### src/rv_pkg.sv
package rv_pkg;

    typedef logic [31:0] word_t;
    typedef logic [4:0]  reg_addr_t;
    typedef logic [6:0]  opcode_t;

    localparam int NUM_REGS = 32;

    // RV32I major opcodes
    localparam opcode_t OPC_LUI    = 7'b0110111;
    localparam opcode_t OPC_OPIMM  = 7'b0010011;
    localparam opcode_t OPC_OP     = 7'b0110011;
    localparam opcode_t OPC_LOAD   = 7'b0000011;
    localparam opcode_t OPC_STORE  = 7'b0100011;
    localparam opcode_t OPC_BRANCH = 7'b1100011;
    localparam opcode_t OPC_JAL    = 7'b1101111;

    localparam word_t RESET_PC  = 32'h0000_0000;
    // addi x0, x0, 0
    localparam word_t NOP_INSTR = 32'h0000_0013;

    typedef enum logic [1:0] {
        FWD_RF,
        FWD_EX,
        FWD_MEM
    } fwd_sel_e;

    typedef enum logic [3:0] {
        ADD,
        SUB,
        SLL,
        SLT,
        SLTU,
        XOR,
        SRL,
        SRA,
        OR,
        AND,
        PASS_B
    } alu_op_e;

endpackage

### src/fetch_stage.sv
`timescale 1ns/1ps

module fetch_stage (
    input  logic          clk,
    input  logic          arst_n,
    input  logic          stall,
    input  logic          interlock,
    input  logic          take_branch,
    input  rv_pkg::word_t branch_target,
    input  rv_pkg::word_t imem_data,
    output rv_pkg::word_t imem_addr,
    output rv_pkg::word_t if_pc,
    output rv_pkg::word_t if_instr
);

    rv_pkg::word_t pc;
    rv_pkg::word_t next_pc;

    assign next_pc   = take_branch ? branch_target : pc + 32'd4;
    assign imem_addr = pc;

    always_ff @(posedge clk or negedge arst_n) begin
        if (!arst_n) begin
            pc <= rv_pkg::RESET_PC;
        end else if (!interlock && !stall) begin
            pc <= next_pc;
        end
    end

    // IF/ID register
    always_ff @(posedge clk or negedge arst_n) begin
        if (!arst_n) begin
            if_pc    <= rv_pkg::RESET_PC;
            if_instr <= rv_pkg::NOP_INSTR;
        end else if (!interlock) begin
            if (take_branch) begin
                if_instr <= rv_pkg::NOP_INSTR;
            end else if (!stall) begin
                if_pc    <= pc;
                if_instr <= imem_data;
            end
        end
    end

endmodule

### src/decode_stage.sv
`timescale 1ns/1ps

module decode_stage (
    input  logic              clk,
    input  logic              arst_n,
    input  logic              stall,
    input  logic              interlock,
    input  logic              take_branch,
    input  rv_pkg::word_t     if_pc,
    input  rv_pkg::word_t     if_instr,
    input  rv_pkg::word_t     rf_data1,
    input  rv_pkg::word_t     rf_data2,
    input  rv_pkg::fwd_sel_e  fwd_a,
    input  rv_pkg::fwd_sel_e  fwd_b,
    input  rv_pkg::word_t     ex_result,
    input  rv_pkg::word_t     mem_fwd_data,
    output rv_pkg::reg_addr_t rs1_addr,
    output rv_pkg::reg_addr_t rs2_addr,
    output rv_pkg::opcode_t   id_opcode,
    output rv_pkg::word_t     ex_pc,
    output rv_pkg::word_t     ex_a,
    output rv_pkg::word_t     ex_b,
    output rv_pkg::word_t     ex_imm,
    output rv_pkg::reg_addr_t ex_rs2,
    output rv_pkg::reg_addr_t ex_rd,
    output rv_pkg::opcode_t   ex_opcode,
    output rv_pkg::alu_op_e   ex_alu_op,
    output logic [2:0]        ex_funct3,
    output logic              ex_wr_en
);

    rv_pkg::reg_addr_t rd;
    logic [2:0]        funct3;
    rv_pkg::word_t     imm;
    rv_pkg::alu_op_e   alu_op;
    logic              wr_en;
    rv_pkg::word_t     op_a;
    rv_pkg::word_t     op_b;

    function automatic rv_pkg::word_t pick(input rv_pkg::fwd_sel_e sel,
                                           input rv_pkg::word_t rf_val);
        case (sel)
            rv_pkg::FWD_EX:  return ex_result;
            rv_pkg::FWD_MEM: return mem_fwd_data;
            default:         return rf_val;
        endcase
    endfunction

    assign id_opcode = if_instr[6:0];
    assign rd        = if_instr[11:7];
    assign funct3    = if_instr[14:12];
    assign rs1_addr  = if_instr[19:15];
    assign rs2_addr  = if_instr[24:20];

    // Immediate format follows the opcode
    always_comb begin
        case (id_opcode)
            rv_pkg::OPC_LUI:    imm = {if_instr[31:12], 12'b0};
            rv_pkg::OPC_STORE:  imm = {{20{if_instr[31]}}, if_instr[31:25], if_instr[11:7]};
            rv_pkg::OPC_BRANCH: imm = {{19{if_instr[31]}}, if_instr[31], if_instr[7],
                                       if_instr[30:25], if_instr[11:8], 1'b0};
            rv_pkg::OPC_JAL:    imm = {{11{if_instr[31]}}, if_instr[31], if_instr[19:12],
                                       if_instr[20], if_instr[30:21], 1'b0};
            default:            imm = {{20{if_instr[31]}}, if_instr[31:20]};
        endcase
    end

    always_comb begin
        alu_op = rv_pkg::ADD;
        if (id_opcode == rv_pkg::OPC_LUI) begin
            alu_op = rv_pkg::PASS_B;
        end else if (id_opcode == rv_pkg::OPC_OP || id_opcode == rv_pkg::OPC_OPIMM) begin
            case (funct3)
                3'b000: begin
                    // No subtract-immediate in RV32I
                    if (id_opcode == rv_pkg::OPC_OP && if_instr[30]) begin
                        alu_op = rv_pkg::SUB;
                    end
                end
                3'b001: alu_op = rv_pkg::SLL;
                3'b010: alu_op = rv_pkg::SLT;
                3'b011: alu_op = rv_pkg::SLTU;
                3'b100: alu_op = rv_pkg::XOR;
                3'b101: alu_op = if_instr[30] ? rv_pkg::SRA : rv_pkg::SRL;
                3'b110: alu_op = rv_pkg::OR;
                default: alu_op = rv_pkg::AND;
            endcase
        end
    end

    always_comb begin
        case (id_opcode)
            rv_pkg::OPC_LUI,
            rv_pkg::OPC_OPIMM,
            rv_pkg::OPC_OP,
            rv_pkg::OPC_LOAD,
            rv_pkg::OPC_JAL: wr_en = (rd != '0);
            default:         wr_en = 1'b0;
        endcase
    end

    always_comb begin
        op_a = pick(fwd_a, rf_data1);
        op_b = pick(fwd_b, rf_data2);
    end

    // ID/EX control, bubble on load-use or flush
    always_ff @(posedge clk or negedge arst_n) begin
        if (!arst_n) begin
            ex_opcode <= rv_pkg::OPC_OPIMM;
            ex_rd     <= '0;
            ex_alu_op <= rv_pkg::ADD;
            ex_wr_en  <= 1'b0;
        end else if (!interlock) begin
            if (stall || take_branch) begin
                ex_opcode <= rv_pkg::OPC_OPIMM;
                ex_rd     <= '0;
                ex_alu_op <= rv_pkg::ADD;
                ex_wr_en  <= 1'b0;
            end else begin
                ex_opcode <= id_opcode;
                ex_rd     <= rd;
                ex_alu_op <= alu_op;
                ex_wr_en  <= wr_en;
            end
        end
    end

    always_ff @(posedge clk) begin
        if (!interlock) begin
            ex_pc     <= if_pc;
            ex_a      <= op_a;
            ex_b      <= op_b;
            ex_imm    <= imm;
            ex_rs2    <= rs2_addr;
            ex_funct3 <= funct3;
        end
    end

endmodule

### src/regfile.sv
`timescale 1ns/1ps

module regfile (
    input  logic              clk,
    input  logic              arst_n,
    input  rv_pkg::reg_addr_t rs1_addr,
    input  rv_pkg::reg_addr_t rs2_addr,
    input  logic              wb_en,
    input  rv_pkg::reg_addr_t wb_addr,
    input  rv_pkg::word_t     wb_data,
    output rv_pkg::word_t     rf_data1,
    output rv_pkg::word_t     rf_data2
);

    rv_pkg::word_t regs [rv_pkg::NUM_REGS];

    // x0 reads zero, a same-cycle write is passed straight through
    function automatic rv_pkg::word_t read_port(input rv_pkg::reg_addr_t addr);
        if (addr == '0) begin
            return '0;
        end
        if (wb_en && wb_addr == addr) begin
            return wb_data;
        end
        return regs[addr];
    endfunction

    always_ff @(posedge clk or negedge arst_n) begin
        if (!arst_n) begin
            for (int i = 0; i < rv_pkg::NUM_REGS; i++) begin
                regs[i] <= '0;
            end
        end else if (wb_en && wb_addr != '0) begin
            regs[wb_addr] <= wb_data;
        end
    end

    always_comb begin
        rf_data1 = read_port(rs1_addr);
        rf_data2 = read_port(rs2_addr);
    end

endmodule

### src/hazard_unit.sv
`timescale 1ns/1ps

module hazard_unit (
    input  rv_pkg::reg_addr_t rs1_addr,
    input  rv_pkg::reg_addr_t rs2_addr,
    input  rv_pkg::opcode_t   id_opcode,
    input  rv_pkg::reg_addr_t ex_rd,
    input  rv_pkg::opcode_t   ex_opcode,
    input  logic              ex_wr_en,
    input  rv_pkg::reg_addr_t ex_rs2,
    input  rv_pkg::reg_addr_t mem_rd,
    input  rv_pkg::opcode_t   mem_opcode,
    input  logic              mem_wr_en,
    input  logic              dmem_req,
    input  logic              imem_ack_n,
    input  logic              dmem_ack_n,
    output logic              stall,
    output logic              interlock,
    output rv_pkg::fwd_sel_e  fwd_a,
    output rv_pkg::fwd_sel_e  fwd_b,
    output logic              fwd_store
);

    logic id_reads_rs1;
    logic id_reads_rs2;
    logic ex_is_load;
    logic ex_fwd_ok;
    logic mem_result_ok;

    // EX result is the newer value, so it wins over MEM
    function automatic rv_pkg::fwd_sel_e select_src(input rv_pkg::reg_addr_t addr);
        if (ex_fwd_ok && ex_rd == addr) begin
            return rv_pkg::FWD_EX;
        end
        if (mem_wr_en && mem_rd == addr) begin
            return rv_pkg::FWD_MEM;
        end
        return rv_pkg::FWD_RF;
    endfunction

    assign id_reads_rs1 = id_opcode inside {rv_pkg::OPC_OPIMM, rv_pkg::OPC_OP, rv_pkg::OPC_LOAD,
                                            rv_pkg::OPC_STORE, rv_pkg::OPC_BRANCH};
    // Store data is picked up later in EX, so only OP and branches stall on rs2
    assign id_reads_rs2 = id_opcode inside {rv_pkg::OPC_OP, rv_pkg::OPC_BRANCH};

    assign ex_is_load = (ex_opcode == rv_pkg::OPC_LOAD);
    assign stall = ex_is_load && ex_wr_en &&
                   ((id_reads_rs1 && ex_rd == rs1_addr) || (id_reads_rs2 && ex_rd == rs2_addr));
    assign ex_fwd_ok = ex_wr_en && !ex_is_load;

    always_comb begin
        fwd_a = select_src(rs1_addr);
        fwd_b = select_src(rs2_addr);
    end

    assign mem_result_ok = mem_wr_en && (mem_opcode inside {rv_pkg::OPC_LUI, rv_pkg::OPC_OPIMM,
                                                            rv_pkg::OPC_OP, rv_pkg::OPC_LOAD});
    assign fwd_store = (ex_opcode == rv_pkg::OPC_STORE) && mem_result_ok && (mem_rd == ex_rs2);

    // Freeze the whole pipe while a memory is not ready
    assign interlock = imem_ack_n || (dmem_req && dmem_ack_n);

endmodule

### src/execute_stage.sv
`timescale 1ns/1ps

module execute_stage (
    input  logic              clk,
    input  logic              arst_n,
    input  logic              interlock,
    input  rv_pkg::word_t     ex_pc,
    input  rv_pkg::word_t     ex_a,
    input  rv_pkg::word_t     ex_b,
    input  rv_pkg::word_t     ex_imm,
    input  rv_pkg::reg_addr_t ex_rd,
    input  rv_pkg::opcode_t   ex_opcode,
    input  rv_pkg::alu_op_e   ex_alu_op,
    input  logic [2:0]        ex_funct3,
    input  logic              ex_wr_en,
    input  logic              fwd_store,
    input  rv_pkg::word_t     mem_fwd_data,
    output rv_pkg::word_t     ex_result,
    output logic              take_branch,
    output rv_pkg::word_t     branch_target,
    output rv_pkg::word_t     mem_addr_res,
    output rv_pkg::word_t     mem_store_data,
    output rv_pkg::reg_addr_t mem_rd,
    output rv_pkg::opcode_t   mem_opcode,
    output logic              mem_wr_en
);

    rv_pkg::word_t alu_b;
    rv_pkg::word_t alu_out;
    rv_pkg::word_t store_data;
    logic          branch_cond;

    assign alu_b = (ex_opcode == rv_pkg::OPC_OP) ? ex_b : ex_imm;

    always_comb begin
        case (ex_alu_op)
            rv_pkg::SUB:    alu_out = ex_a - alu_b;
            rv_pkg::SLL:    alu_out = ex_a << alu_b[4:0];
            rv_pkg::SLT:    alu_out = {31'b0, $signed(ex_a) < $signed(alu_b)};
            rv_pkg::SLTU:   alu_out = {31'b0, ex_a < alu_b};
            rv_pkg::XOR:    alu_out = ex_a ^ alu_b;
            rv_pkg::SRL:    alu_out = ex_a >> alu_b[4:0];
            rv_pkg::SRA:    alu_out = $signed(ex_a) >>> alu_b[4:0];
            rv_pkg::OR:     alu_out = ex_a | alu_b;
            rv_pkg::AND:    alu_out = ex_a & alu_b;
            rv_pkg::PASS_B: alu_out = alu_b;
            default:        alu_out = ex_a + alu_b;
        endcase
    end

    // Link value for JAL
    assign ex_result = (ex_opcode == rv_pkg::OPC_JAL) ? ex_pc + 32'd4 : alu_out;

    // BEQ and BNE only, other branch types fall through
    always_comb begin
        case (ex_funct3)
            3'b000:  branch_cond = (ex_a == ex_b);
            3'b001:  branch_cond = (ex_a != ex_b);
            default: branch_cond = 1'b0;
        endcase
    end

    assign take_branch = (ex_opcode == rv_pkg::OPC_JAL) ||
                         (ex_opcode == rv_pkg::OPC_BRANCH && branch_cond);
    assign branch_target = ex_pc + ex_imm;

    assign store_data = fwd_store ? mem_fwd_data : ex_b;

    // EX/MEM register
    always_ff @(posedge clk or negedge arst_n) begin
        if (!arst_n) begin
            mem_rd     <= '0;
            mem_opcode <= rv_pkg::OPC_OPIMM;
            mem_wr_en  <= 1'b0;
        end else if (!interlock) begin
            mem_rd     <= ex_rd;
            mem_opcode <= ex_opcode;
            mem_wr_en  <= ex_wr_en;
        end
    end

    always_ff @(posedge clk) begin
        if (!interlock) begin
            mem_addr_res   <= ex_result;
            mem_store_data <= store_data;
        end
    end

endmodule

### src/mem_stage.sv
`timescale 1ns/1ps

module mem_stage (
    input  logic              clk,
    input  logic              arst_n,
    input  logic              interlock,
    input  rv_pkg::word_t     mem_addr_res,
    input  rv_pkg::word_t     mem_store_data,
    input  rv_pkg::reg_addr_t mem_rd,
    input  rv_pkg::opcode_t   mem_opcode,
    input  logic              mem_wr_en,
    input  rv_pkg::word_t     dmem_rdata,
    output rv_pkg::word_t     dmem_addr,
    output rv_pkg::word_t     dmem_wdata,
    output logic              dmem_req,
    output logic              dmem_write,
    output rv_pkg::word_t     mem_fwd_data,
    output logic              wb_en,
    output rv_pkg::reg_addr_t wb_addr,
    output rv_pkg::word_t     wb_data
);

    logic is_load;
    logic is_store;

    assign is_load  = (mem_opcode == rv_pkg::OPC_LOAD);
    assign is_store = (mem_opcode == rv_pkg::OPC_STORE);

    // Request stays up with stable address and data until acknowledged
    assign dmem_req   = is_load || is_store;
    assign dmem_write = is_store;
    assign dmem_addr  = mem_addr_res;
    assign dmem_wdata = mem_store_data;

    assign mem_fwd_data = is_load ? dmem_rdata : mem_addr_res;

    // MEM/WB register
    always_ff @(posedge clk or negedge arst_n) begin
        if (!arst_n) begin
            wb_en   <= 1'b0;
            wb_addr <= '0;
        end else if (!interlock) begin
            wb_en   <= mem_wr_en;
            wb_addr <= mem_rd;
        end
    end

    always_ff @(posedge clk) begin
        if (!interlock) begin
            wb_data <= mem_fwd_data;
        end
    end

endmodule

### src/rv_core.sv
`timescale 1ns/1ps

module rv_core (
    input  logic          clk,
    input  logic          arst_n,
    output rv_pkg::word_t imem_addr,
    input  rv_pkg::word_t imem_data,
    input  logic          imem_ack_n,
    output rv_pkg::word_t dmem_addr,
    output rv_pkg::word_t dmem_wdata,
    input  rv_pkg::word_t dmem_rdata,
    output logic          dmem_req,
    output logic          dmem_write,
    input  logic          dmem_ack_n
);

    // Pipeline control
    logic stall;
    logic interlock;
    logic take_branch;
    logic fwd_store;
    rv_pkg::fwd_sel_e fwd_a;
    rv_pkg::fwd_sel_e fwd_b;

    // IF/ID and decode
    rv_pkg::word_t     if_pc;
    rv_pkg::word_t     if_instr;
    rv_pkg::reg_addr_t rs1_addr;
    rv_pkg::reg_addr_t rs2_addr;
    rv_pkg::opcode_t   id_opcode;
    rv_pkg::word_t     rf_data1;
    rv_pkg::word_t     rf_data2;

    // ID/EX
    rv_pkg::word_t     ex_pc;
    rv_pkg::word_t     ex_a;
    rv_pkg::word_t     ex_b;
    rv_pkg::word_t     ex_imm;
    rv_pkg::reg_addr_t ex_rs2;
    rv_pkg::reg_addr_t ex_rd;
    rv_pkg::opcode_t   ex_opcode;
    rv_pkg::alu_op_e   ex_alu_op;
    logic [2:0]        ex_funct3;
    logic              ex_wr_en;
    rv_pkg::word_t     ex_result;
    rv_pkg::word_t     branch_target;

    // EX/MEM
    rv_pkg::word_t     mem_addr_res;
    rv_pkg::word_t     mem_store_data;
    rv_pkg::reg_addr_t mem_rd;
    rv_pkg::opcode_t   mem_opcode;
    logic              mem_wr_en;
    rv_pkg::word_t     mem_fwd_data;

    // MEM/WB
    logic              wb_en;
    rv_pkg::reg_addr_t wb_addr;
    rv_pkg::word_t     wb_data;

    fetch_stage fetch_stage_i (.*);

    decode_stage decode_stage_i (.*);

    regfile regfile_i (.*);

    hazard_unit hazard_unit_i (.*);

    execute_stage execute_stage_i (.*);

    mem_stage mem_stage_i (.*);

endmodule

### config.mk
export PLATFORM = sky130hd
export DESIGN_NAME = rv_core
export DESIGN_NICKNAME = d
export VERILOG_FILES = /design/src/rv_pkg.sv /design/src/fetch_stage.sv /design/src/decode_stage.sv /design/src/regfile.sv /design/src/hazard_unit.sv /design/src/execute_stage.sv /design/src/mem_stage.sv /design/src/rv_core.sv
export SDC_FILE = /design/constraint.sdc
export NUM_CORES = 2
export LEC_CHECK = 0
export BUFFER_PORTS_ARGS = -buffer_cell sky130_fd_sc_hd__clkbuf_2
export CAP_MARGIN = 20
export CORE_ASPECT_RATIO = 0.75
export CORE_UTILIZATION = 50
export CTS_CLUSTER_SIZE = 24
export DETAILED_ROUTE_END_ITERATION = 6
export PLACE_DENSITY = 0.7
export SYNTH_ARGS = -nofsm -noshare
export SYNTH_HDL_FRONTEND = slang
export SYNTH_SLANG_ARGS = --single-unit
export TNS_END_PERCENT = 20
### constraint.sdc
create_clock -name clk -period 21.3 [get_ports clk]
set_clock_uncertainty 0.1 [all_clocks]
set_input_delay 1.065 -clock clk [delete_from_list [all_inputs] [get_ports clk]]
set_output_delay 1.065 -clock clk [all_outputs]
set_load 0.03 [all_outputs]
==> summary.md <==
| Metric | Value |
|---|---|
| Status | `complete, no violations` |
| Routed WL | `320 mm` |
| CTS Sinks | `1388` |
| Post-Syn Area | `82000 um^2` |
| Synth top area cells | `dfrtp_1 (35%), mux4_2 (19%), mux2_2 (14%)` |
| Crit path kind | `flop to flop` |
| Clock Latency Late Sink | `820 ps` |
| Vias per cell | `7.08` |
| CP max stage cell | `o311ai_0` |
| Syn_area_per_cell | `12.8 um^2` |
| Arr. time, crit path | `7340 ps` |
| Most common cell in the netlist | `dfrtp_1` |
| DP HPWL | `215 mm` |
| EDFF count, synth | `232` |
| Postcts setup bufs | `0` |
| PortBufs | `165` |
| Pin count of the biggest net entering global routing | `169` |
| Peak Freq | `147 MHz` |
| Die height | `353 um` |
| Yosys top cell area share | `35.0%` |
| Hold_buf cts | `0` |
| Clk buf depth | `3` |
| Slew @ Worst Pin | `1360 ps` |
| CP Capture Type | `flop` |
| Slew Limit Fails | `0` |
| Initial antenna violation count | `30` |
| Row cnt | `128` |
| Period utilization | `32.0%` |
| Setup TNS | `0 ps` |
| Worst-path maximum fanout | `29` |
| DR vias | `60800` |
| Cell-by-cell listing of the critical path | `nand4_2 > o21ai_1 > and2_1 > inv_1 > buf_4 > ha_1 > o21ai_0 > o21ai_0 > nand3_1 > a31oi_1 > o211ai_1 > a21oi_1 > o21ai_0 > o311ai_0 > o22ai_1 > a21oi_1` |
| Final #Nets | `6508` |
| Synth area leader | `dfrtp_1` |
| Grt ovf | `0` |
| Reg2reg setup slack | `14490 ps` |
| Fin Hold WS | `201 ps` |
| Required @ worst endpoint | `21830 ps` |
| IO Count | `166` |
| Synth cell types | `92` |
| Post-route DRC | `0` |
| Final setup vio count | `0` |
| Clk slew on worst S/H paths | `60 ps` |
| Worst hold path type | `primary input to asynchronous set/reset pin` |
| Cts bufs inserted | `144` |
| CP max stage delay | `840 ps` |
| Area delta synth->final | `9.70%` |
| Primary FF master, synth | `dfrtp_1` |
| Hold Fails Final Rpt | `0` |
| Synthesized instance count | `6434` |
| Post-synthesis sequential area ratio | `43.8%` |
| Register bit total from synthesis | `1388` |
| Max_cap viols | `0` |
| VDD IR max | `0.0000838 V` |
| Cell mode on critical path | `o21ai_0` |
| Final cell count without fillers | `8583` |
| Core Box Area | `163000 um^2` |
| Root Driver | `clkbuf_16` |
| Post-CTS Resized | `0` |
| Power Density | `83.3 nW/um^2` |
| Total Routing Usage GR | `38.5%` |
| Max reg flops | `1024` |
| RSZ-0062 raised after global routing | `false` |
| H-tree levels | `4` |
| First-pass GRT wire length | `454 mm` |
| Full die area | `166000 um^2` |
| CP startpoint kind | `flop` |
| Top reg by flops | `regfile_i.regs` |
| Top post-synthesis cells by count | `dfrtp_1 (1147), mux2_2 (1040), mux4_2 (674)` |
| GP Congestion | `1.07` |
| Initial DRC Count | `8298` |
| Crit path time final | `6810 ps` |
| Die Wd | `470 um` |
| Routed WL per cell | `37.3 um` |
| Placed cell count | `8299` |
| Initial Util | `50.5%` |
| Fraction of layout cells with a size suffix above 1 | `37.7%` |
| Worst relative slew slack | `8.77%` |
| First-pass detailed-route iteration total | `7` |
| P_leak | `39.9 nW` |
| Vias in the first global route | `59300` |
| Synth warn | `0` |
| Post-synth ARST share | `83.3%` |
| Net Count, Synth | `6627` |
| Final ANT Viol Nets | `0` |
| TritonCTS clock tree | `done` |
[final cells by class]
type / count / area, um^2
Clock inverter: 69 / 718
Tap cell: 2145 / 2680
Clock buffer: 195 / 4120
Timing Repair Buffer: 354 / 2510
Sequential cell: 1388 / 35900
Antenna cell: 5 / 12.5
Inverter: 155 / 589
Fill cell: 13200 / 72600
Multi-Input combinational cell: 4272 / 43400
[cells in the final DEF, fill, tap and decap left out, types with 30 or more instances in the layout]
cell and count:
nand2_1 504, clkinv_2 31, mux2i_1 140, and3_1 30, ha_1 123, nand2b_1 33
o22ai_1 33, nand3_1 112, o211ai_1 48, a21oi_1 215, a31oi_1 33, o221ai_1 44
a221oi_1 35, xor2_1 96, a211oi_1 66, inv_1 150, dfrtp_1 1137, a21o_1 59
nor4_1 31, nor3_1 49, clkbuf_2 164, xnor2_1 67, mux4_2 674, o21ai_0 179
buf_4 170, edfxtp_1 232, nor2_1 220, mux2_2 1040, clkbuf_16 149
[metal layers]
layer	vias to the layer above	part of all wire (%)	routed length, um	GRT usage, %
met5	-	0.031	98	0
met4	14	4.6	14900	15.4
met3	729	12	39500	12.8
met2	3715	42	133000	52.7
met1	32100	41	133000	56.1
li1	24300	-	-	-
[worst max-delay path: cells and delay by family, from the launching register on]
kind	cells	cell delay, ps
AO/OA/AOI/OAI	10	3680
adder cells (fa/ha/maj)	1	460
buffers and inverters	2	370
flip-flops	1	600
AND/OR/NAND/NOR	3	1410
[power by group]
group          internal (mW)  switching (mW)  total [mW]
clock                   1.45            1.17        2.62
sequential              2.93           0.328        3.25
combinational          0.638           0.987        1.63
[metrics by stage]
| step | power [mW] | cell area [um^2] | util [%] | setup slack, ps |
|---|---|---|---|---|
| 5_1_grt | 7.72 | 90000 | 55.4 | 14420 |
| 3_3_place_gp | 4.84 | 84800 | 52.2 | 14920 |
| 4_1_cts | 7.46 | 89700 | 55.2 | 14800 |
| 6_report | 7.50 | 90000 | 55.4 | 14490 |
| 3_5_place_dp | 4.86 | 84800 | 52.2 | 14860 |
| 2_1_floorplan | 4.20 | 82000 | - | 12690 |
[final timing paths]
check / from / to / cells past startpoint
setup / recovery: decode_stage_i.ex_opcode[4] / decode_stage_i.ex_b[28] / 16
hold / removal: arst_n / regfile_i.regs[2] / 1
setup reg to reg: decode_stage_i.ex_opcode[4] / decode_stage_i.ex_b[28] / 16
hold reg to reg: regfile_i.regs[1014] / regfile_i.regs[1014] / 0
max in group asynchronous: arst_n / regfile_i.regs[542] / 4
min in group clk: regfile_i.regs[1014] / regfile_i.regs[1014] / 0
[cell families (layout without fill, tap and decap cells)]
family / Yosys count / count (layout) / synth area share [%]
buffers and inverters: 774 / 773 / 3.66
XOR/XNOR: 163 / 163 / 1.74
multiplexers: 1856 / 1856 / 34.5
flip-flops: 1388 / 1388 / 43.8
adder cells (fa/ha/maj): 125 / 125 / 1.92
AND/OR/NAND/NOR: 1153 / 1153 / 6.30
other: 0 / 5 / 0
AO/OA/AOI/OAI: 975 / 975 / 8.09
No activity file was read; power rests on OpenSTA's default activity.
